File: src/rtl/soc_bus_config.svh
`ifndef SOC_BUS_CONFIG_SVH
`define SOC_BUS_CONFIG_SVH

// On-chip RAM depth, as address width in words
`define SOC_RAM_AW 10

// Boot ROM depth, as address width in words
`define SOC_ROM_AW 4

// Serial bit time in clock cycles
`define SOC_UART_CLKS_PER_BIT 16

// Width of the device select code
`define SOC_SEL_W 4

`endif

File: src/rtl/soc_bus_pkg.sv
`default_nettype none

`include "soc_bus_config.svh"

package soc_bus_pkg;

	// Device select codes on the master port
	typedef enum logic [`SOC_SEL_W-1:0] {
		ZERO      = 0,
		RAM       = 1,
		ROM       = 2,
		FLASH     = 3,
		VGA       = 4,
		UART      = 5,
		UART_STAT = 6,
		DIGSEG    = 7,
		PS2       = 8
	} dev_sel_e;

	// Address, write data and read data word
	typedef logic [31:0] word_t;

endpackage

`default_nettype wire

File: src/rtl/periph_if.sv
`default_nettype none

interface periph_if;
	import soc_bus_pkg::*;

	// Single-cycle request strobe
	logic  req;
	logic  we;
	word_t addr;
	word_t wdata;
	// Valid in the ack cycle
	word_t rdata;
	logic  ack;

	modport bus (
		output req, we, addr, wdata,
		input  rdata, ack
	);

	modport dev (
		input  req, we, addr, wdata,
		output rdata, ack
	);

endinterface

`default_nettype wire

File: src/rtl/digseg_driver.sv
`default_nettype none

module digseg_driver (
	input  wire logic clk,
	input  wire logic reset_i,
	periph_if.dev     dev,
	output logic [6:0] seg1_o,
	output logic [6:0] seg0_o
);

	logic [3:0] dig1_q;
	logic [3:0] dig0_q;

	// Segment a in bit 6, g in bit 0
	function automatic logic [6:0] hex_to_seg(input logic [3:0] d);
		logic [6:0] seg;
		case (d)
			4'h0: seg = 7'h7E;
			4'h1: seg = 7'h30;
			4'h2: seg = 7'h6D;
			4'h3: seg = 7'h79;
			4'h4: seg = 7'h33;
			4'h5: seg = 7'h5B;
			4'h6: seg = 7'h5F;
			4'h7: seg = 7'h70;
			4'h8: seg = 7'h7F;
			4'h9: seg = 7'h7B;
			4'hA: seg = 7'h77;
			4'hB: seg = 7'h1F;
			4'hC: seg = 7'h4E;
			4'hD: seg = 7'h3D;
			4'hE: seg = 7'h4F;
			default: seg = 7'h47;
		endcase
		return seg;
	endfunction

	always_ff @(posedge clk) begin
		if (reset_i) begin
			dig1_q <= '0;
			dig0_q <= '0;
		end else if (dev.req && dev.we) begin
			dig1_q <= dev.wdata[7:4];
			dig0_q <= dev.wdata[3:0];
		end
	end

	assign dev.rdata = {24'b0, dig1_q, dig0_q};
	assign dev.ack   = dev.req;

	assign seg1_o = hex_to_seg(dig1_q);
	assign seg0_o = hex_to_seg(dig0_q);

endmodule

`default_nettype wire

File: src/flat_wrapper.sv
// flat-port wrapper written by rule: the top's interface ports become plain ports
module digseg_driver_flat 
  (clk, reset_i, seg1_o, seg0_o, dev_req, dev_we, dev_addr, dev_wdata, dev_rdata, dev_ack);
  periph_if dev_i ();
  input  wire logic clk;
  input  wire logic reset_i;
  output logic [6:0] seg1_o;
  output logic [6:0] seg0_o;
  input wire logic [$bits(dev_i.req)-1:0] dev_req;
  input wire logic [$bits(dev_i.we)-1:0] dev_we;
  input wire logic [$bits(dev_i.addr)-1:0] dev_addr;
  input wire logic [$bits(dev_i.wdata)-1:0] dev_wdata;
  output wire logic [$bits(dev_i.rdata)-1:0] dev_rdata;
  output wire logic [$bits(dev_i.ack)-1:0] dev_ack;
  assign dev_i.req = dev_req;
  assign dev_i.we = dev_we;
  assign dev_i.addr = dev_addr;
  assign dev_i.wdata = dev_wdata;
  assign dev_rdata = dev_i.rdata;
  assign dev_ack = dev_i.ack;
  digseg_driver u_core (.clk(clk), .reset_i(reset_i), .dev(dev_i), .seg1_o(seg1_o), .seg0_o(seg0_o));
endmodule
File: config.mk
export PLATFORM = sky130hd
export DESIGN_NAME = digseg_driver_flat
export DESIGN_NICKNAME = d
export VERILOG_FILES = /design/src/rtl/soc_bus_pkg.sv /design/src/rtl/periph_if.sv /design/src/rtl/digseg_driver.sv /design/src/flat_wrapper.sv
export VERILOG_INCLUDE_DIRS = /design/src /design/src/rtl
export SDC_FILE = /design/constraint.sdc
export NUM_CORES = 1
export LEC_CHECK = 0
export BUFFER_PORTS_ARGS = -buffer_cell sky130_fd_sc_hd__buf_4
export CAP_MARGIN = 20
export CORE_MARGIN = 10
export CORE_UTILIZATION = 39
export CTS_CLUSTER_SIZE = 20
export DETAILED_ROUTE_END_ITERATION = 8
export GPL_ROUTABILITY_DRIVEN = 0
export PLACE_DENSITY_LB_ADDON = 0.25
export SYNTH_ARGS = -nofsm -noshare
export SYNTH_HDL_FRONTEND = slang
export SYNTH_SLANG_ARGS = --single-unit
File: constraint.sdc
create_clock -name clk -period 1.7 [get_ports clk]
set_input_delay 0 -clock clk [delete_from_list [all_inputs] [get_ports clk]]
set_output_delay 0 -clock clk [all_outputs]
set_load 0.02 [all_outputs]
---- After elaboration in Yosys (flattened, before gate mapping) ----
Memories as Yosys holds them, arrays and structs flattened. A register that Yosys moved wholly into a read port is not among the register bits.
Index checks and enable logic that the tools add are counted.
operators by class
  mux-type cells .......................... 4
  reduce and logical (&&, ||, !) cells .... 1
operators by type and width
  operator           number
  two-way mux 4 bit  4
  logical AND 1 bit  1
storage, ports and cells
  flip-flop bits (word level) ............. 8
  bits in read-only memories .............. 224
  output and inout port bits .............. 47
  word-level logic and storage cells ...... 9
  memories kept ........................... 2
memories
  name              depth  bits a word  read ports  clocked after Yosys merged registers in  write ports  RTL line             source
  (name not given)  16     7            1           1                                        0            digseg_driver.sv:17  case (d)
  (name not given)  16     7            1           1                                        0            digseg_driver.sv:17

---- Depth between registers and ports, before layout ----
Gate-level depths: netlist (run 1).
  word-level depth ........................ 3
  mapped depth ............................ 7
  mapped depth without buffers ............ 7

---- Worst setup path before layout (run 1) ----
OpenSTA, ideal clock, no wires.
  kind .................................... register -> register
  from .................................... register u_core.dig0_q[1]
  to ...................................... register u_core.seg0_o[3] (netlist name)
  setup time .............................. 72 ps
  arrival time ............................ 1483 ps
  data required time ...................... 1628 ps
  setup slack ............................. 145 ps
  stages on the path, launching flop included .. 6
  period minus slack after synthesis ...... 1555 ps
  cell sequence ........................... dfxtp_1 -> a31oi_1 -> inv_1 -> ha_1 -> mux2_2 -> mux2i_1
on the way
  word-level cells in the longest chain between the ends .. 2
ends and longest elaborated chain
  element                                           RTL line             source
  from (decl)                                       digseg_driver.sv:12  logic [3:0] dig0_q;
  from (signal assigned)                            digseg_driver.sv:44  dig0_q <= dev.wdata[3:0];
  two-way mux 4 bit (no source line) (2 in series)  --
Every way passes these cells.
A chain may end at the register's enable or synchronous reset.

---- Worst setup path in the final report (run 1) ----
  from .................................... register u_core.dig0_q[0]
  to ...................................... register u_core.seg0_o[3] (netlist name)
on the way
  word-level cells in the longest chain between the ends .. 2
ends and longest elaborated chain
  element
  two-way mux 4 bit (no source line) (2 in series)
Every way passes these cells.

==> results of run 1 <==
[layout make-up]
class                           instances  area (sq um)
Multi-Input combinational cell         97           772
Sequential cell                        22           440
Fill cell                             329          1740
Inverter                               16          60.1
Timing Repair Buffer                   40           300
Clock buffer                            3          22.5
Tap cell                               46          57.6
[flip-flops by register name, summed over array words and instances, names as in the netlist]
register,flops
u_core.seg1_o,7
u_core.dig1_q,4
u_core.seg0_o,7
u_core.dig0_q,4
[placed cells by master, fill, tap and decap left out, types with 5 or more instances in the layout]
cell type / instances
a22oi_1: 5
a31oi_1: 7
and4b_1: 8
buf_4: 40
conb_1: 24
dfxtp_1: 22
ha_1: 14
inv_1: 13
mux2i_1: 12
nor3_1: 5
[per-layer routing]
| metal | GRT usage (%) | routed length (um) |
|---|---|---|
| met5 | 0 | 0 |
| met4 | 5.38 | 66 |
| met3 | 2.82 | 261 |
| met2 | 14.3 | 1310 |
| met1 | 10.9 | 1370 |
[worst paths after layout]
kind / startpoint / endpoint / slack [ns] / cells past startpoint
setup / recovery: u_core.dig0_q[0]$_SDFFE_PP0N_ / u_core.seg0_o[3]$_DFF_P_ / 0.15 / 5
hold / removal: dev_wdata[4] / u_core.dig1_q[0]$_SDFFE_PP0N_ / 0.11 / 3
setup reg to reg: u_core.dig0_q[0]$_SDFFE_PP0N_ / u_core.seg0_o[3]$_DFF_P_ / 0.15 / 5
hold reg to reg: u_core.dig1_q[0]$_SDFFE_PP0N_ / u_core.dig1_q[0]$_SDFFE_PP0N_ / 0.55 / 1
[cells by family (layout without fill, tap and decap cells)]
group | count (synthesis) | count (layout) | share of synthesized area (%)
AO/OA/AOI/OAI | 22 | 22 | 13.7
XOR/XNOR | 2 | 2 | 1.26
adder cells (fa/ha/maj) | 14 | 14 | 12.6
buffers and inverters | 43 | 59 | 18.8
flip-flops | 22 | 22 | 31.8
multiplexers | 14 | 14 | 10.3
other | 1 | 24 | 0.270
AND/OR/NAND/NOR | 21 | 21 | 11.3
[stage by stage]
| step | utilization (%) | cell area, sq um |
|---|---|---|
| global placement | 48.1 | 1630 |
| floorplan | - | 1470 |
| detailed placement | 48.1 | 1630 |
| finish | 48.8 | 1650 |
| global route | 48.8 | 1650 |
| CTS | 48.8 | 1650 |
[power by group]
part	internal [mW]	switching, mW	total, mW
Combinational	0.125	0.200	0.325
Clock	0.0828	0.149	0.231
Sequential	0.553	0.0145	0.567
Total	0.760	0.363	1.12
[critical path, stage by stage (launching register included)]
cell	delay, ns
dfxtp_1	0.35
a31oi_1	0.37
inv_1	0.13
ha_1	0.26
mux2_2	0.27
mux2i_1	0.12
==> impl_metrics.csv, run 1 <==
group,metric,value,unit
yosys,netlist_area,1390,sq um
yosys,syn_area_per_cell,9.97,sq um
yosys,async_flop_share,0,%
layout,nNetsFinal,262,
yosys,yosysMostFrequentCell,"buf_4",
power,vdd_drop_max,0.238,mV
place,pre_cts_ws,0.134,ns
worst_setup_path,arrival,1.79,ns
outcome,status,"finished, final reports clean",
floorplan,start_util,40.9,%
clock_tree,cts_buffers,3,
route,routed_wl,3010,um
power,power_density,680,nW/um^2
route,drt_iter0_markers,30,
min_path,holdCritPathClass,"input port to flip-flop",
route,wl_per_cell,13.4,um
route,num_vias,1043,
flow_run,drv_cap,0,
timing,slew_viol_final,0,
layout,diodes,0,
worst_setup_path,cp-end-kind,"flip-flop",
clock_tree,cts_root_buffer,"clkbuf_4",
floorplan,die_y,79.6,um
clock_tree,cts_htree_levels,1,
clock_tree,cts_sinks,22,
grt,grt_pass1_wl,4750,um
place,port_buffers,34,
route,drc,0,
layout,area_growth,19.2,%
layout,layout.cells.non_filler,224,
floorplan,io_pins,115,
yosys,synth_edf_count,0,
place,post-dp-hpwl,2480,um
worst_setup_path,critPathLaunchType,"flip-flop",
worst_setup_path,path_class,"flip-flop to flip-flop",
clock_tree,clk_latency,0.30,ns
timing,setup_viol,0,
clock_tree,cts_buffer_depth,2,
power,p_total,1.12,mW
grt,antenna_found_initial,0,
timing,fmax,0.645,GHz
worst_setup_path,crit_fanout,4,
yosys,ys_seq_area_share,31.8,%
clock_tree,postCtsHoldBufs,0,
grt,grt_overflow_total,0,
layout,drive_gt1_share,30.9,%
yosys,yosys-top-cells-count,"buf_4 (26), dfxtp_1 (22), ha_1 (14)",
yosys,yosys_register_bits,22,
timing,hold_viol,0,
route,drt_first_pass_iters,4,
yosys,ys_warn_count,0,
timing,setup_ws,0.150,ns
grt,grt_max_degree,14,
worst_setup_path,required,1.94,ns
timing,skew,0.000502,ns
floorplan,die_area,6340,sq um
floorplan,rows,21,
timing,fin_crit,1.55,ns
grt,grt_use_total,9.22,%
clock_tree,post_cts_buffers,0,
floorplan,core_area,3390,sq um
clock_tree,ctsResizeCount,0,
yosys,yosys-top-cells-area,"dfxtp_1 (32%), buf_4 (14%), ha_1 (13%)",
timing,worst_hold_slack,0.108,ns
grt,grt_pass1_vias,1075,
floorplan,die_width,79.6,um
yosys,syn_inst,139,
timing,grt_setup_unrepaired,"no",
route,vias_per_cell,4.66,
timing,finalSetupTns,0,ns
timing,post-route-period-util,91.2,%
yosys,synth.distinct_cells,24,
clock_tree,clkTransAtPathRegs,0.11,ns
clock_tree,cts_tree,"done",
yosys,yosys.area.top_type,"dfxtp_1",
place,placed_cells,221,
yosys,synthFlopType,"dfxtp_1",
route,postRouteAntennaNets,0,
power,leakage,0.880,nW
yosys,synth_top_area_share,31.8,%
(Power assumes the default switching activity.)
==> inputs of run 2 (changes only) <==
- CORE_UTILIZATION: 39 -> 42
- clock period: 1.7 -> 2 ns (I/O delays scaled with it)
==> run 2 against run 1 <==
Compared with the run above: final cell count shrank 1.3%; die area down 5.4%; routed wire length shrank 3.4%; first-iteration DRC count grew 93%; clock skew is 0.0080 ns higher; combinational power fell by 16%; core utilization grew 4.9 points; via count shrank 2.0%; critical path depth is 2 higher; non-clock buffer count decreased by 2; critical path type unchanged.
==> impl_metrics.csv, run 2 (synthesis gave the netlist of run 1 again) <==
group,metric,value,unit
outcome,status,"finished, final reports clean",
timing,fin_crit,1.45,ns
route,postRouteAntennaNets,0,
grt,grt_overflow_total,0,
layout,nNetsFinal,260,
route,routed_wl,2910,um
power,clkPwrFrac,31.0,%
clock_tree,cts_sinks,22,
clock_tree,clk_latency,0.31,ns
power,power_frac_seq,44.1,%
timing,grt_setup_unrepaired,"no",
layout,diodes,0,
clock_tree,cts_root_buffer,"clkbuf_4",
timing,setup_viol,0,
worst_setup_path,critPathLaunchType,"flip-flop",
power,power_frac_comb,24.9,%
timing,worstMarginPinSlew,0.603,ns
place,post-dp-hpwl,2400,um
clock_tree,postCtsHoldBufs,0,
timing,post-route-period-util,72.5,%
layout,drive_gt1_share,30.5,%
layout,mostFrequentLayoutCell,"buf_4",
worst_setup_path,r2r_slack,0.55,ns
timing,slew_viol_final,0,
worst_setup_path,crit-reg2reg-launch,"u_core.dig1_q[1]$_SDFFE_PP0N_",
min_path,min_from,"dev_wdata[4]",
min_path,holdCritPathClass,"input port to flip-flop",
clock_tree,cts_buffers,3,
power,power_density,657,nW/um^2
timing,skew,0.00847,ns
timing,worst_hold_slack,0.103,ns
power,p_switching,317,uW
power,p_sw_share,29.0,%
clock_tree,post_cts_buffers,0,
route,wl_per_cell,13.1,um
route,drt_iter0_markers,58,
route,num_vias,1022,
floorplan,start_util,44.7,%
worst_setup_path,path_class,"flip-flop to flip-flop",
clock_tree,cts_buffer_depth,2,
worst_setup_path,arrival,1.66,ns
clock_tree,ctsResizeCount,0,
worst_setup_path,r2r-end,"u_core.seg1_o[6]$_DFF_P_",
timing,fmax,0.690,GHz
power,leakage,0.886,nW
timing,finalSetupTns,0,ns
worst_setup_path,required,2.21,ns
grt,grt_pass1_wl,4660,um
place,port_buffers,34,
power,vdd_drop_max,0.284,mV
floorplan,io_pins,115,
worst_setup_path,crit_fanout,6,
grt,grt_max_degree,14,
route,drc,0,
floorplan,die_area,6000,sq um
power,power.internal,777,uW
route,vias_per_cell,4.62,
clock_tree,cts_tree,"done",
floorplan,core_area,3100,sq um
timing,max_slew_margin,59.7,%
floorplan,die_width,77.5,um
floorplan,rows,20,
route,drt_first_pass_iters,6,
layout,area_growth,20.1,%
clock_tree,clkTransAtPathRegs,0.13,ns
floorplan,die_y,77.5,um
flow_run,drv_cap,0,
timing,hold_viol,0,
worst_setup_path,cp-end-kind,"flip-flop",
grt,grt_pass1_vias,1037,
worst_setup_path,worstRegToRegCells,7,
power,p_total,1.09,mW
grt,grt_use_total,9.10,%
min_path,worstHoldPathCells,3,
min_path,holdPathEnd,"u_core.dig1_q[0]$_SDFFE_PP0N_",
clock_tree,cts_htree_levels,1,
layout,layout_common_cells,"buf_4 (38), conb_1 (24), dfxtp_1 (22)",
grt,antenna_found_initial,0,
-- run 2: through the flow --
step                      area [sq um]  cells  worst slack [ns]  utilization, %
final                             1670    221             0.550            53.7
after global routing              1670    221             0.482            53.7
after CTS                         1670    221             0.526            53.7
after detailed placement          1610    217             0.544            52.0
after global placement            1610    217             0.605            52.0
after floorplan                   1470    162             0.445               -
-- run 2: layout make-up --
type | count | area (sq um)
Fill cell | 297 | 1440
Clock buffer | 3 | 22.5
Tap cell | 44 | 55.1
Inverter | 16 | 60.1
Timing Repair Buffer | 38 | 285
Sequential cell | 22 | 440
Multi-Input combinational cell | 97 | 772
Clock inverter | 1 | 30.0
-- run 2: how the worst max path moves through the flow --
stage	from	to	slack [ns]
3_3_place_gp	dev_req	u_core.seg0_o[3]$_DFF_P_	0.60
3_5_place_dp	dev_req	u_core.seg0_o[3]$_DFF_P_	0.54
5_1_grt	u_core.dig0_q[1]$_SDFFE_PP0N_	u_core.seg0_o[3]$_DFF_P_	0.48
2_1_floorplan	u_core.dig0_q[1]$_SDFFE_PP0N_	u_core.seg0_o[3]$_DFF_P_	0.45
6_report	u_core.dig1_q[1]$_SDFFE_PP0N_	u_core.seg1_o[6]$_DFF_P_	0.55
4_1_cts	u_core.dig0_q[0]$_SDFFE_PP0N_	u_core.seg0_o[3]$_DFF_P_	0.53
-- run 2: metal layers --
| layer | part of all wire (%) | wire length (um) | vias up | track usage (%) |
|---|---|---|---|---|
| met1 | 49 | 1420 | 453 | 11.4 |
| li1 | - | - | 514 | - |
| met4 | 1.4 | 41 | 0 | 5.47 |
| met3 | 6.6 | 193 | 2 | 2.19 |
| met5 | 0 | 0 | - | 0 |
| met2 | 43 | 1250 | 53 | 13.8 |
-- run 2: power groups by stage --
stage                     combinational, mW  sequential [mW]  clock [mW]
after global routing                  0.296            0.486       0.363
after detailed placement              0.272            0.493           0
after CTS                             0.273            0.483       0.346
after floorplan                       0.172            0.531           0
final                                 0.272            0.482       0.339
after global placement                0.268            0.491           0
-- run 2: critical path, cell delays in order (launching register included) --
cell and delay (ns):
dfxtp_1 0.37, a31oi_1 0.08, buf_4 0.17, inv_1 0.12, ha_1 0.19, inv_1 0.09, nor3_1 0.26, a211oi_2 0.07
