===== src/rtl/soc_bus_config.svh =====
`ifndef SOC_BUS_CONFIG_SVH
`define SOC_BUS_CONFIG_SVH

// On-chip RAM depth, as address width in words
`define SOC_RAM_AW 10

// Boot ROM depth, as address width in words
`define SOC_ROM_AW 4

// Serial bit time in clock cycles
`define SOC_UART_CLKS_PER_BIT 16

// Width of the device select code
`define SOC_SEL_W 4

`endif


===== src/rtl/soc_bus_pkg.sv =====
`default_nettype none

`include "soc_bus_config.svh"

package soc_bus_pkg;

	// Device select codes on the master port
	typedef enum logic [`SOC_SEL_W-1:0] {
		ZERO      = 0,
		RAM       = 1,
		ROM       = 2,
		FLASH     = 3,
		VGA       = 4,
		UART      = 5,
		UART_STAT = 6,
		DIGSEG    = 7,
		PS2       = 8
	} dev_sel_e;

	// Address, write data and read data word
	typedef logic [31:0] word_t;

endpackage

`default_nettype wire


===== src/rtl/periph_if.sv =====
`default_nettype none

interface periph_if;
	import soc_bus_pkg::*;

	// Single-cycle request strobe
	logic  req;
	logic  we;
	word_t addr;
	word_t wdata;
	// Valid in the ack cycle
	word_t rdata;
	logic  ack;

	modport bus (
		output req, we, addr, wdata,
		input  rdata, ack
	);

	modport dev (
		input  req, we, addr, wdata,
		output rdata, ack
	);

endinterface

`default_nettype wire


===== src/rtl/boot_rom.sv =====
`default_nettype none

`include "soc_bus_config.svh"

module boot_rom (
	input wire logic clk,
	input wire logic reset_i,
	periph_if.dev    dev
);
	import soc_bus_pkg::*;

	word_t                  rdata_q;
	logic [`SOC_ROM_AW-1:0] idx;
	logic                   in_range;

	// Boot word n
	function automatic word_t rom_word(input logic [`SOC_ROM_AW-1:0] n);
		word_t prod;
		prod = word_t'(n) * 32'h0101_0101;
		return prod ^ 32'hB007_0000;
	endfunction

	assign idx      = dev.addr[`SOC_ROM_AW-1:0];
	assign in_range = (dev.addr[31:`SOC_ROM_AW] == '0);

	always_ff @(posedge clk) begin
		rdata_q <= in_range ? rom_word(idx) : '0;
	end

	assign dev.rdata = rdata_q;
	assign dev.ack   = dev.req;

	// Decoder answers ROM writes itself
	no_write_req: assert property (
		@(posedge clk) disable iff (reset_i) dev.req |-> !dev.we
	);

endmodule

`default_nettype wire


===== src/flat_wrapper.sv =====
// flat-port wrapper written by rule: the top's interface ports become plain ports
module boot_rom_flat import soc_bus_pkg::*;
  (clk, reset_i, dev_req, dev_we, dev_addr, dev_wdata, dev_rdata, dev_ack);
  periph_if dev_i ();
  input wire logic clk;
  input wire logic reset_i;
  input wire logic [$bits(dev_i.req)-1:0] dev_req;
  input wire logic [$bits(dev_i.we)-1:0] dev_we;
  input wire logic [$bits(dev_i.addr)-1:0] dev_addr;
  input wire logic [$bits(dev_i.wdata)-1:0] dev_wdata;
  output wire logic [$bits(dev_i.rdata)-1:0] dev_rdata;
  output wire logic [$bits(dev_i.ack)-1:0] dev_ack;
  assign dev_i.req = dev_req;
  assign dev_i.we = dev_we;
  assign dev_i.addr = dev_addr;
  assign dev_i.wdata = dev_wdata;
  assign dev_rdata = dev_i.rdata;
  assign dev_ack = dev_i.ack;
  boot_rom u_core (.clk(clk), .reset_i(reset_i), .dev(dev_i));
endmodule

===== config.mk =====
export PLATFORM = sky130hd
export DESIGN_NAME = boot_rom_flat
export DESIGN_NICKNAME = d
export VERILOG_FILES = /design/src/rtl/soc_bus_pkg.sv /design/src/rtl/periph_if.sv /design/src/rtl/boot_rom.sv /design/src/flat_wrapper.sv
export VERILOG_INCLUDE_DIRS = /design/src /design/src/rtl
export SDC_FILE = /design/constraint.sdc
export NUM_CORES = 1
export LEC_CHECK = 0
export BUFFER_PORTS_ARGS = -buffer_cell sky130_fd_sc_hd__buf_4
export CORE_MARGIN = 5
export CORE_UTILIZATION = 26
export DETAILED_ROUTE_END_ITERATION = 7
export GPL_ROUTABILITY_DRIVEN = 0
export PLACE_DENSITY = 0.85
export RECOVER_POWER = 100
export SLEW_MARGIN = 5
export SYNTH_ARGS = -nofsm -noshare
export SYNTH_HDL_FRONTEND = slang
export SYNTH_SLANG_ARGS = --single-unit

===== constraint.sdc =====
create_clock -name clk -period 2.21 [get_ports clk]
set_clock_uncertainty 0.05 [all_clocks]
set_input_delay 0.442 -clock clk [delete_from_list [all_inputs] [get_ports clk]]
set_output_delay 0.442 -clock clk [all_outputs]
set_load 0.005 [all_outputs]

Yosys cells after proc, flatten, opt, wreduce, memory -nomap -nowiden
Index checks and enable logic that the tools add are counted.
{"block": "word_totals", "inputBits": 68, "out_inout_bits": 33, "wordCells": 4, "regBits": 31}
{"block": "classes", "reduce_logical": 1, "bitwise_logic": 1, "mul": 1}
{"operator": "$mul 4x25->29 const B", "n": 1}
{"operator": "$logic_not 28->1", "n": 1}
{"operator": "$not 4->6", "n": 1}

Logic depth before layout (Yosys ltp)
Gate-level depths: netlist of run 1.
{"block": "logic_depth", "ltp_word": 2, "mapped_depth": 3, "mapped_depth_nobuf": 3}

Worst setup path before layout of run 1
OpenSTA, ideal clock, no wires.
{"block": "synth_path", "kind": "input port to flip-flop", "start": "input port dev_addr[10]", "end": "register u_core.rdata_q[16], in the netlist u_core.dev.rdata[16]", "stages": 3, "t_arrival_ns": 1.178, "setup_slack_ns": 0.890, "n_path_buf": 0, "setup_time_ns": 0.092, "cell_sequence": "nor4_2 -> nand4_2 -> nor4_1"}
{"block": "synth_via", "elab_chain_len": 1}
{"item": "start, declared", "line": "flat_wrapper.sv:9", "source": "input wire logic [$bits(dev_i.addr)-1:0] dev_addr;"}
{"item": "$logic_not 28->1", "line": "boot_rom.sv:24", "source": "assign in_range = (dev.addr[31:`SOC_ROM_AW] == '0);"}
{"item": "end signal, assigned", "line": "boot_rom.sv:27", "source": "rdata_q <= in_range ? rom_word(idx) : '0;"}
{"item": "end, declared", "line": "boot_rom.sv:12", "source": "word_t rdata_q;"}
Every way passes these cells.
A chain may end at the register's enable or synchronous reset.

Worst setup path in the final report of run 1
{"block": "layout_path", "start": "input port dev_addr[10]", "end": "register u_core.rdata_q[17], in the netlist u_core.dev.rdata[17]"}
The elaborated chain is that of the path after synthesis.

==> qor.yml, run 1 <==
run_status:
  status: "completed"
timing:
  drv_slew: 0
  whs_ns: 0.326
  relSlewSlack_pct: 61.9
  min_period_ns: 1.53
  fmax_mhz: 652
  worst_pin_slew_ns: 0.567
  setup_viol: 0
  rsz0062_at_grt: "false"
  tns_ns: 0
  hold_violations: 0
  finalCritPeriodShare_pct: 69.4
synth:
  netlist_instances: 56
  syn_avg_cell_area_um2: 9.05
  synth_common_cells: "buf_4 (25), dfxtp_1 (8), nor4_1 (6)"
  yosysMostFrequentCell: "buf_4"
  synth.area.top_cells: "buf_4 (37%), dfxtp_1 (32%), nor4_2 (9.9%), nor4_1 (7.4%), nor3_1 (4.9%)"
  ys_warn_count: 0
  synth_edf_count: 0
  synth_ff_type: "dfxtp_1"
  synth_top_area_cell: "buf_4"
  ys_seq_area_share_pct: 31.6
  async_reset_ff_share_pct: 0
  netlist.area_leader.share_pct: 37.0
  netlist_area_um2: 507
  ys_types: 9
  ys_ff_latch: 8
pwr:
  irDropWorstVdd_v: 0.000173
  clkPwrFrac_pct: 33.9
  power_uw: 307
  p_per_area_nw_per_um2: 388
  power_frac_comb_pct: 18.9
  power.net_switching_uw: 61.9
  internal_power_uw: 245
  p_seq_share_pct: 47.2
  total_leakage_power_uw: 0.000376
  sw_frac_of_total_pct: 20.2
routing:
  drt-vias-per-instance: 3.96
  drcViolationCount: 0
  antenna_left: 0
  wire_per_inst_um: 10.8
  drt_iter0_markers: 13
  vias: 491
  drt_pre_antenna_iters: 4
  wl_um: 1340
layout:
  final_area_um2: 791
  finish.net_count: 167
  fin_util_pct: 41.6
  syn_to_final_growth_pct: 56.0
  drive_gt1_share_pct: 59.8
  n_antenna_cell: 0
  multiInputGateArea_um2: 191
  seqCellArea_um2: 160
  largest_reg_flops: 8
  fill_cells: 178
clock_network:
  htree_levels: 1
  clock_path_buffers: 2
  root_buffer: "clkbuf_4"
  cts_resized: 0
  path_clk_slew_ns: 0.05
  hold_buffers: 0
  cts_setup_buffers: 0
  cts_tree: "built"
  cts.sinks: 8
  cts_buffers: 3
grt:
  grtUsageMet2_pct: 15.7
  first_global_vias: 410
  met1_usage_pct: 6.24
  overflow: 0
  grt_usage_pct: 7.84
  gr-max-usage-layer: "met2"
  grt_pass1_wl_um: 1640
  grt_max_degree: 9
  antenna_found_initial: 0
  grt_use_met3_pct: 1.66
worst_setup_path:
  crit_path_end_kind: "flop"
  required_ns: 2.29
  arrival_ns: 1.61
  cp_max_fo: 8
  startpoint_type: "primary input"
  critPathKind: "in -> reg"
hold_path:
  min_delay_path_depth: 2
  min-delay-start: "dev_addr[2]"
  hp-class: "in -> reg"
  holdPathEnd: "u_core.dev.rdata[18]"
floorplan:
  dieArea_um2: 2930
  core_area_um2: 1900
  row_count: 16
  io_pins: 101
  die_h_um: 54.1
  fp.dieW_um: 54.1
  start_util_pct: 26.6
flow_run:
  drv_cap: 0
placed_design:
  placed_area_um2: 781
  portBuffers: 51
  hpwl_um: 1200
[worst max-delay path, stage by stage]
cell and delay, ns:
clkbuf_4 0.11, nor4_1 0.28, nand4_1 0.35, nor4_1 0.43
[power groups by stage]
stage	clock (µW)	sequential, µW	combinational [µW]
after floorplan	0	147	28.6
after global placement	0	147	57.0
after detailed placement	0	147	58.3
after CTS	108	145	58.5
after global routing	113	144	62.0
final	104	145	58.0
[how the worst max path moves through the flow]
stage | startpoint | endpoint | slack, ns | cells after the start
after global placement | dev_addr[10] | u_core.dev.rdata[16] | 0.64 | 4
after CTS | dev_addr[18] | u_core.dev.rdata[17] | 0.81 | 4
after floorplan | dev_addr[10] | u_core.dev.rdata[16] | 0.89 | 3
after global routing | dev_addr[10] | u_core.dev.rdata[17] | 0.56 | 4
final | dev_addr[10] | u_core.dev.rdata[17] | 0.68 | 4
after detailed placement | dev_addr[18] | u_core.dev.rdata[17] | 0.63 | 4
[stage by stage]
step           instances  setup slack (ns)
6_report             124             0.677
3_3_place_gp         121             0.639
2_1_floorplan         68             0.890
3_5_place_dp         121             0.627
4_1_cts              124             0.815
5_1_grt              124             0.561
[cell families (layout without fill, tap and decap cells)]
family,after synthesis,in the layout,share of synthesized area [%]
DFF,8,8,31.6
buffers and inverters,25,54,37.0
other,1,13,0.740
and+or+nand+nor,22,22,30.6
[routing by layer]
metal | vias up | routed length [µm]
met5 | - | 0
met4 | 0 | 0
met3 | 0 | 189
met2 | 37 | 780
met1 | 211 | 365
li1 | 243 | -
[final cells by class]
type	count	area share, %
multi-input cells	35	24.2
clock buffers	3	2.85
repair buffers	51	48.4
well taps	27	4.27
flip-flops and latches	8	20.3
[placed cells by master, fill, tap and decap left out]
cell,count
buf_4,31
clkbuf_4,23
conb_1,13
dfxtp_1,8
nand2_1,5
nand4_1,1
nor3_1,5
nor4_1,7
nor4_2,3
or4_4,1
(Power assumes the default switching activity.)
==> run 2: changes to the inputs <==
--- a/config.mk
+++ b/config.mk
@@ -8,10 +8,10 @@
 export LEC_CHECK = 0
 export BUFFER_PORTS_ARGS = -buffer_cell sky130_fd_sc_hd__buf_4
 export CORE_MARGIN = 5
-export CORE_UTILIZATION = 26
+export CORE_UTILIZATION = 24
 export DETAILED_ROUTE_END_ITERATION = 7
 export GPL_ROUTABILITY_DRIVEN = 0
-export PLACE_DENSITY = 0.85
+export PLACE_DENSITY = 0.79
 export RECOVER_POWER = 100
 export SLEW_MARGIN = 5
 export SYNTH_ARGS = -nofsm -noshare
==> constraint.sdc (replaced) <==
create_clock -name clk -period 1.5 [get_ports clk]
set_clock_uncertainty 0.05 [all_clocks]
set_input_delay 0.3 -clock clk [delete_from_list [all_inputs] [get_ports clk]]
set_output_delay 0.3 -clock clk [all_outputs]
set_load 0.005 [all_outputs]
==> qor.yml, run 2 (synthesized netlist as in run 1, its figures left out) <==
clock_network:
  root_buffer: "clkbuf_4"
  cts_tree: "built"
  cts_buffers: 3  # unchanged
  hold_buffers: 0  # unchanged
  cts_resized: 0  # unchanged
  cts.sinks: 8  # unchanged
  cts_setup_buffers: 0  # unchanged
  path_clk_slew_ns: 0.05  # about the same
  clock_path_buffers: 2  # unchanged
  htree_levels: 1  # unchanged
routing:
  drcViolationCount: 0  # unchanged
  wire_per_inst_um: 10.7  # -0.65%
  drt_pre_antenna_iters: 2  # -2
  drt_iter0_markers: 13  # unchanged
  vias: 495  # +0.81%
  antenna_left: 0  # unchanged
  drt-vias-per-instance: 3.96  # about the same
  wl_um: 1340  # +0.15%
flow_run:
  drv_cap: 0  # unchanged
timing:
  hold_violations: 0  # unchanged
  rsz0062_at_grt: "false"
  setup_viol: 0  # unchanged
  finalCritPeriodShare_pct: 82.9
  whs_ns: 0.174  # -0.152 ns
  fmax_mhz: 804
  drv_slew: 0  # unchanged
  tns_ns: 0  # unchanged
  min_period_ns: 1.24
worst_setup_path:
  cpPeakStageDelay_ns: 0.34  # -0.09 ns
  cp_max_fo: 8  # unchanged
  critPathKind: "in -> reg"
  worst-path-buf-inv: 1  # unchanged
  startpoint_type: "primary input"
  worst-path-stages: 4  # unchanged
  critPathTopFamily: "simple AND/OR/NAND/NOR gates"
  crit_path_end_kind: "flop"
  cp_cell_sequence: "clkbuf_4, nor4_2, nand4_1, nor4_1"
  required_ns: 1.60  # -0.69 ns
  crit_path_start: "dev_addr[9]"
  arrival_ns: 1.34  # -0.27 ns
  cp_slowest_cell: "nor4_1"
grt:
  antenna_found_initial: 0  # unchanged
  first_global_vias: 498  # +21%
  grt_usage_pct: 7.95  # +0.12 points
  grt_pass1_wl_um: 1940  # +18%
  grt_max_degree: 9  # unchanged
  overflow: 0  # unchanged
layout:
  n_antenna_cell: 0  # unchanged
  largest_reg_flops: 8  # unchanged
  final_area_um2: 805  # +1.7%
  finish.net_count: 168  # +0.60%
  final_cell_mix: "buf_4 (32), clkbuf_4 (23), conb_1 (13)"
  drive_gt1_share_pct: 61.2  # +1.4 points
  layout.cells.most_common: "buf_4"
  syn_to_final_growth_pct: 58.8
floorplan:
  start_util_pct: 25.6  # -1.1 points
  die_h_um: 56.0  # +3.3%
  core_area_um2: 1980  # +4.2%
  row_count: 16  # unchanged
  fp.dieW_um: 56.0  # +3.3%
  dieArea_um2: 3130  # +6.8%
  io_pins: 101  # unchanged
pwr:
  irDropWorstVdd_v: 0.000198  # +14%
  power_uw: 455  # +48%
  total_leakage_power_uw: 0.000382  # +1.6%
  p_per_area_nw_per_um2: 566  # +46%
hold_path:
  min-delay-start: "dev_addr[2]"
  min_delay_path_depth: 2  # unchanged
  hp-class: "in -> reg"
placed_design:
  hpwl_um: 1220  # +1.5%
  portBuffers: 51  # unchanged
  placed_area_um2: 788  # +0.96%
run_status:
  status: "completed"
-- run 2: final timing paths --
path	to	slack [ns]
worst min-delay path	u_core.dev.rdata[18]	0.17
worst max-delay path	u_core.dev.rdata[16]	0.26
-- run 2: power by group --
| group | switching (µW) | leakage, µW | internal, µW | total [µW] |
|---|---|---|---|---|
| Sequential | 0.000000702 | 0.0000644 | 213 | 213 |
| Clock | 64.1 | 0.0000138 | 90.9 | 155 |
| Combinational | 29.2 | 0.000304 | 57.9 | 87.1 |
| Total | 93.3 | 0.000382 | 362 | 455 |
-- run 2: per-layer routing --
layer / GRT usage [%] / part of all wire, % / vias up
met5: 0 / 0 / -
met4: 6.10 / 1.0 / 0
met3: 3.25 / 16 / 2
li1: - / - / 244
met2: 16.7 / 57 / 34
met1: 4.96 / 26 / 215
-- run 2: cell type report --
cell class / instances / area (µm²)
multi-input cells: 35 / 198
flip-flops and latches: 8 / 160
fillers: 205 / 1180
clock buffers: 3 / 22.5
repair buffers: 52 / 390
well taps: 27 / 33.8
-- run 2: stage by stage --
step | worst slack (ns) | std cells | utilization (%)
6_report | 0.257 | 125 | 40.6
5_1_grt | 0.153 | 125 | 40.6
4_1_cts | 0.320 | 125 | 40.9
3_5_place_dp | 0.0732 | 122 | 39.8
3_3_place_gp | 0.111 | 122 | 39.8
2_1_floorplan | 0.322 | 68 | -
==> run 3: changes to the inputs <==
--- a/config.mk
+++ b/config.mk
@@ -8,10 +8,10 @@
 export LEC_CHECK = 0
 export BUFFER_PORTS_ARGS = -buffer_cell sky130_fd_sc_hd__buf_4
 export CORE_MARGIN = 5
-export CORE_UTILIZATION = 24
+export CORE_UTILIZATION = 22
 export DETAILED_ROUTE_END_ITERATION = 7
 export GPL_ROUTABILITY_DRIVEN = 0
-export PLACE_DENSITY = 0.79
+export PLACE_DENSITY = 0.76
 export RECOVER_POWER = 100
 export SLEW_MARGIN = 5
 export SYNTH_ARGS = -nofsm -noshare
==> constraint.sdc (replaced) <==
create_clock -name clk -period 1.05 [get_ports clk]
set_clock_uncertainty 0.05 [all_clocks]
set_input_delay 0.21 -clock clk [delete_from_list [all_inputs] [get_ports clk]]
set_output_delay 0.21 -clock clk [all_outputs]
set_load 0.005 [all_outputs]
==> qor.yml, run 3 (synthesized netlist as in run 1, its figures left out) <==
timing:
  hold_violations: 0  # unchanged
  finalCritPeriodShare_pct: 96.6
  drv_slew: 0  # unchanged
  fmax_mhz: 986
  tns_ns: 0  # unchanged
  rsz0062_at_grt: "true"
  setup_viol: 0  # unchanged
  min_period_ns: 1.01
  worst_slack_ns: 0.0360  # -0.221 ns
routing:
  drt_pre_antenna_iters: 2  # unchanged
  wl_um: 1390  # +4.1%
  antenna_left: 0  # unchanged
  drt-vias-per-instance: 4.03  # +1.8%
  met1_length_um: 368  # +7.3%
  drt_iter0_markers: 8  # -5
  dr_wl_met2_um: 792  # +3.3%
  vias: 508  # +2.6%
  highest_layer: "met4"
  drcViolationCount: 0  # unchanged
  dr_wl_met3_um: 186  # -12%
  wire_per_inst_um: 11.0  # +3.3%
clock_network:
  htree_levels: 1  # unchanged
  cts_tree: "built"
  cts.sinks: 8  # unchanged
  clock_path_buffers: 2  # unchanged
  cts_buffers: 3  # unchanged
  path_clk_slew_ns: 0.05  # about the same
  root_buffer: "clkbuf_4"
grt:
  grt_usage_pct: 7.08  # -0.87 points
  first_global_vias: 464  # -6.8%
  grt_pass1_wl_um: 1790  # -7.8%
  overflow: 0  # unchanged
  antenna_found_initial: 0  # unchanged
  grt_max_degree: 9  # unchanged
floorplan:
  core_area_um2: 2210  # +12%
  fp.dieW_um: 58.0  # +3.7%
  dieArea_um2: 3360  # +7.4%
  die_h_um: 58.0  # +3.7%
  start_util_pct: 22.9  # -2.7 points
  row_count: 17  # +1
  io_pins: 101  # unchanged
layout:
  n_antenna_cell: 0  # unchanged
  finish.net_count: 168  # unchanged
  drive_gt1_share_pct: 66.3  # +5.1 points
  layout.cells.most_common: "buf_4"
  layoutNonFillerInstCount: 126  # +0.80%
  syn_to_final_growth_pct: 74.6
  largest_reg_flops: 8  # unchanged
  fin_util_pct: 40.0  # -0.60 points
  final_cell_mix: "buf_4 (47), conb_1 (13), dfxtp_1 (8)"
pwr:
  total_leakage_power_uw: 0.000415  # +8.7%
  p_per_area_nw_per_um2: 764  # +35%
  irDropWorstVdd_v: 0.000440  # +120%
  power_uw: 676  # +49%
placed_design:
  portBuffers: 51  # unchanged
  hpwl_um: 1260  # +3.1%
  dp_cells: 123  # +0.82%
  dp_slack_ns: -0.277  # -0.350 ns
hold_path:
  holdPathEnd: "u_core.dev.rdata[16]"
  min-delay-start: "dev_addr[0]"
  hp-class: "in -> reg"
  min_delay_path_depth: 2  # unchanged
worst_setup_path:
  crit_path_end_kind: "flop"
  required_ns: 1.16  # -0.44 ns
  cp_max_fo: 8  # unchanged
  critPathKind: "in -> reg"
  startpoint_type: "primary input"
  arrival_ns: 1.13  # -0.21 ns
flow_run:
  drv_cap: 0  # unchanged
run_status:
  status: "completed"
## run 3: how the worst max path moves through the flow
stage,from,endpoint,slack [ns],depth (start not counted)
after floorplan,dev_addr[31],u_core.dev.rdata[17],-0.03,2
after global placement,dev_addr[9],u_core.dev.rdata[16],-0.25,4
after detailed placement,dev_addr[17],u_core.dev.rdata[17],-0.28,4
after CTS,dev_addr[9],u_core.dev.rdata[17],0.02,4
after global routing,dev_addr[9],u_core.dev.rdata[17],-0.04,4
final,dev_addr[17],u_core.dev.rdata[17],0.04,4
## run 3: routing by layer
layer,vias to the layer above,global-route usage (%)
met5,-,0
met4,0,6.29
met3,4,2.00
met2,37,14.0
met1,224,5.31
li1,243,-
## run 3: cell type report
type,count,area [µm²]
fill,231,1330
timing repair buffer,52,398
multi-input combinational,35,269
sequential,8,160
tap,28,35.0
clock buffer,3,22.5
## run 3: metrics by stage
step | hold WS, ns | instance area [µm²]
after floorplan | 0.237 | 578
after global placement | 0.340 | 816
after detailed placement | 0.340 | 816
after CTS | 0.0754 | 856
after global routing | 0.0765 | 885
final | 0.0804 | 885
## run 3: timing repair
item                       CTS  global route
buffers inserted             0             0
hold buffers                 0             0
setup endpoints to repair    2             4
resized for setup            2             6
pin swaps                    0             3
## run 3: report_power, final
| part | internal (µW) | total, µW | switching (µW) |
|---|---|---|---|
| clock | 130 | 223 | 93.1 |
| combinational | 90.5 | 149 | 58.1 |
| sequential | 304 | 304 | 0.00000108 |
## run 3: critical path, cell delays in order
cell     delay [ns]
buf_4          0.12
nor4_4         0.31
nand4_4        0.19
nor4_2         0.29
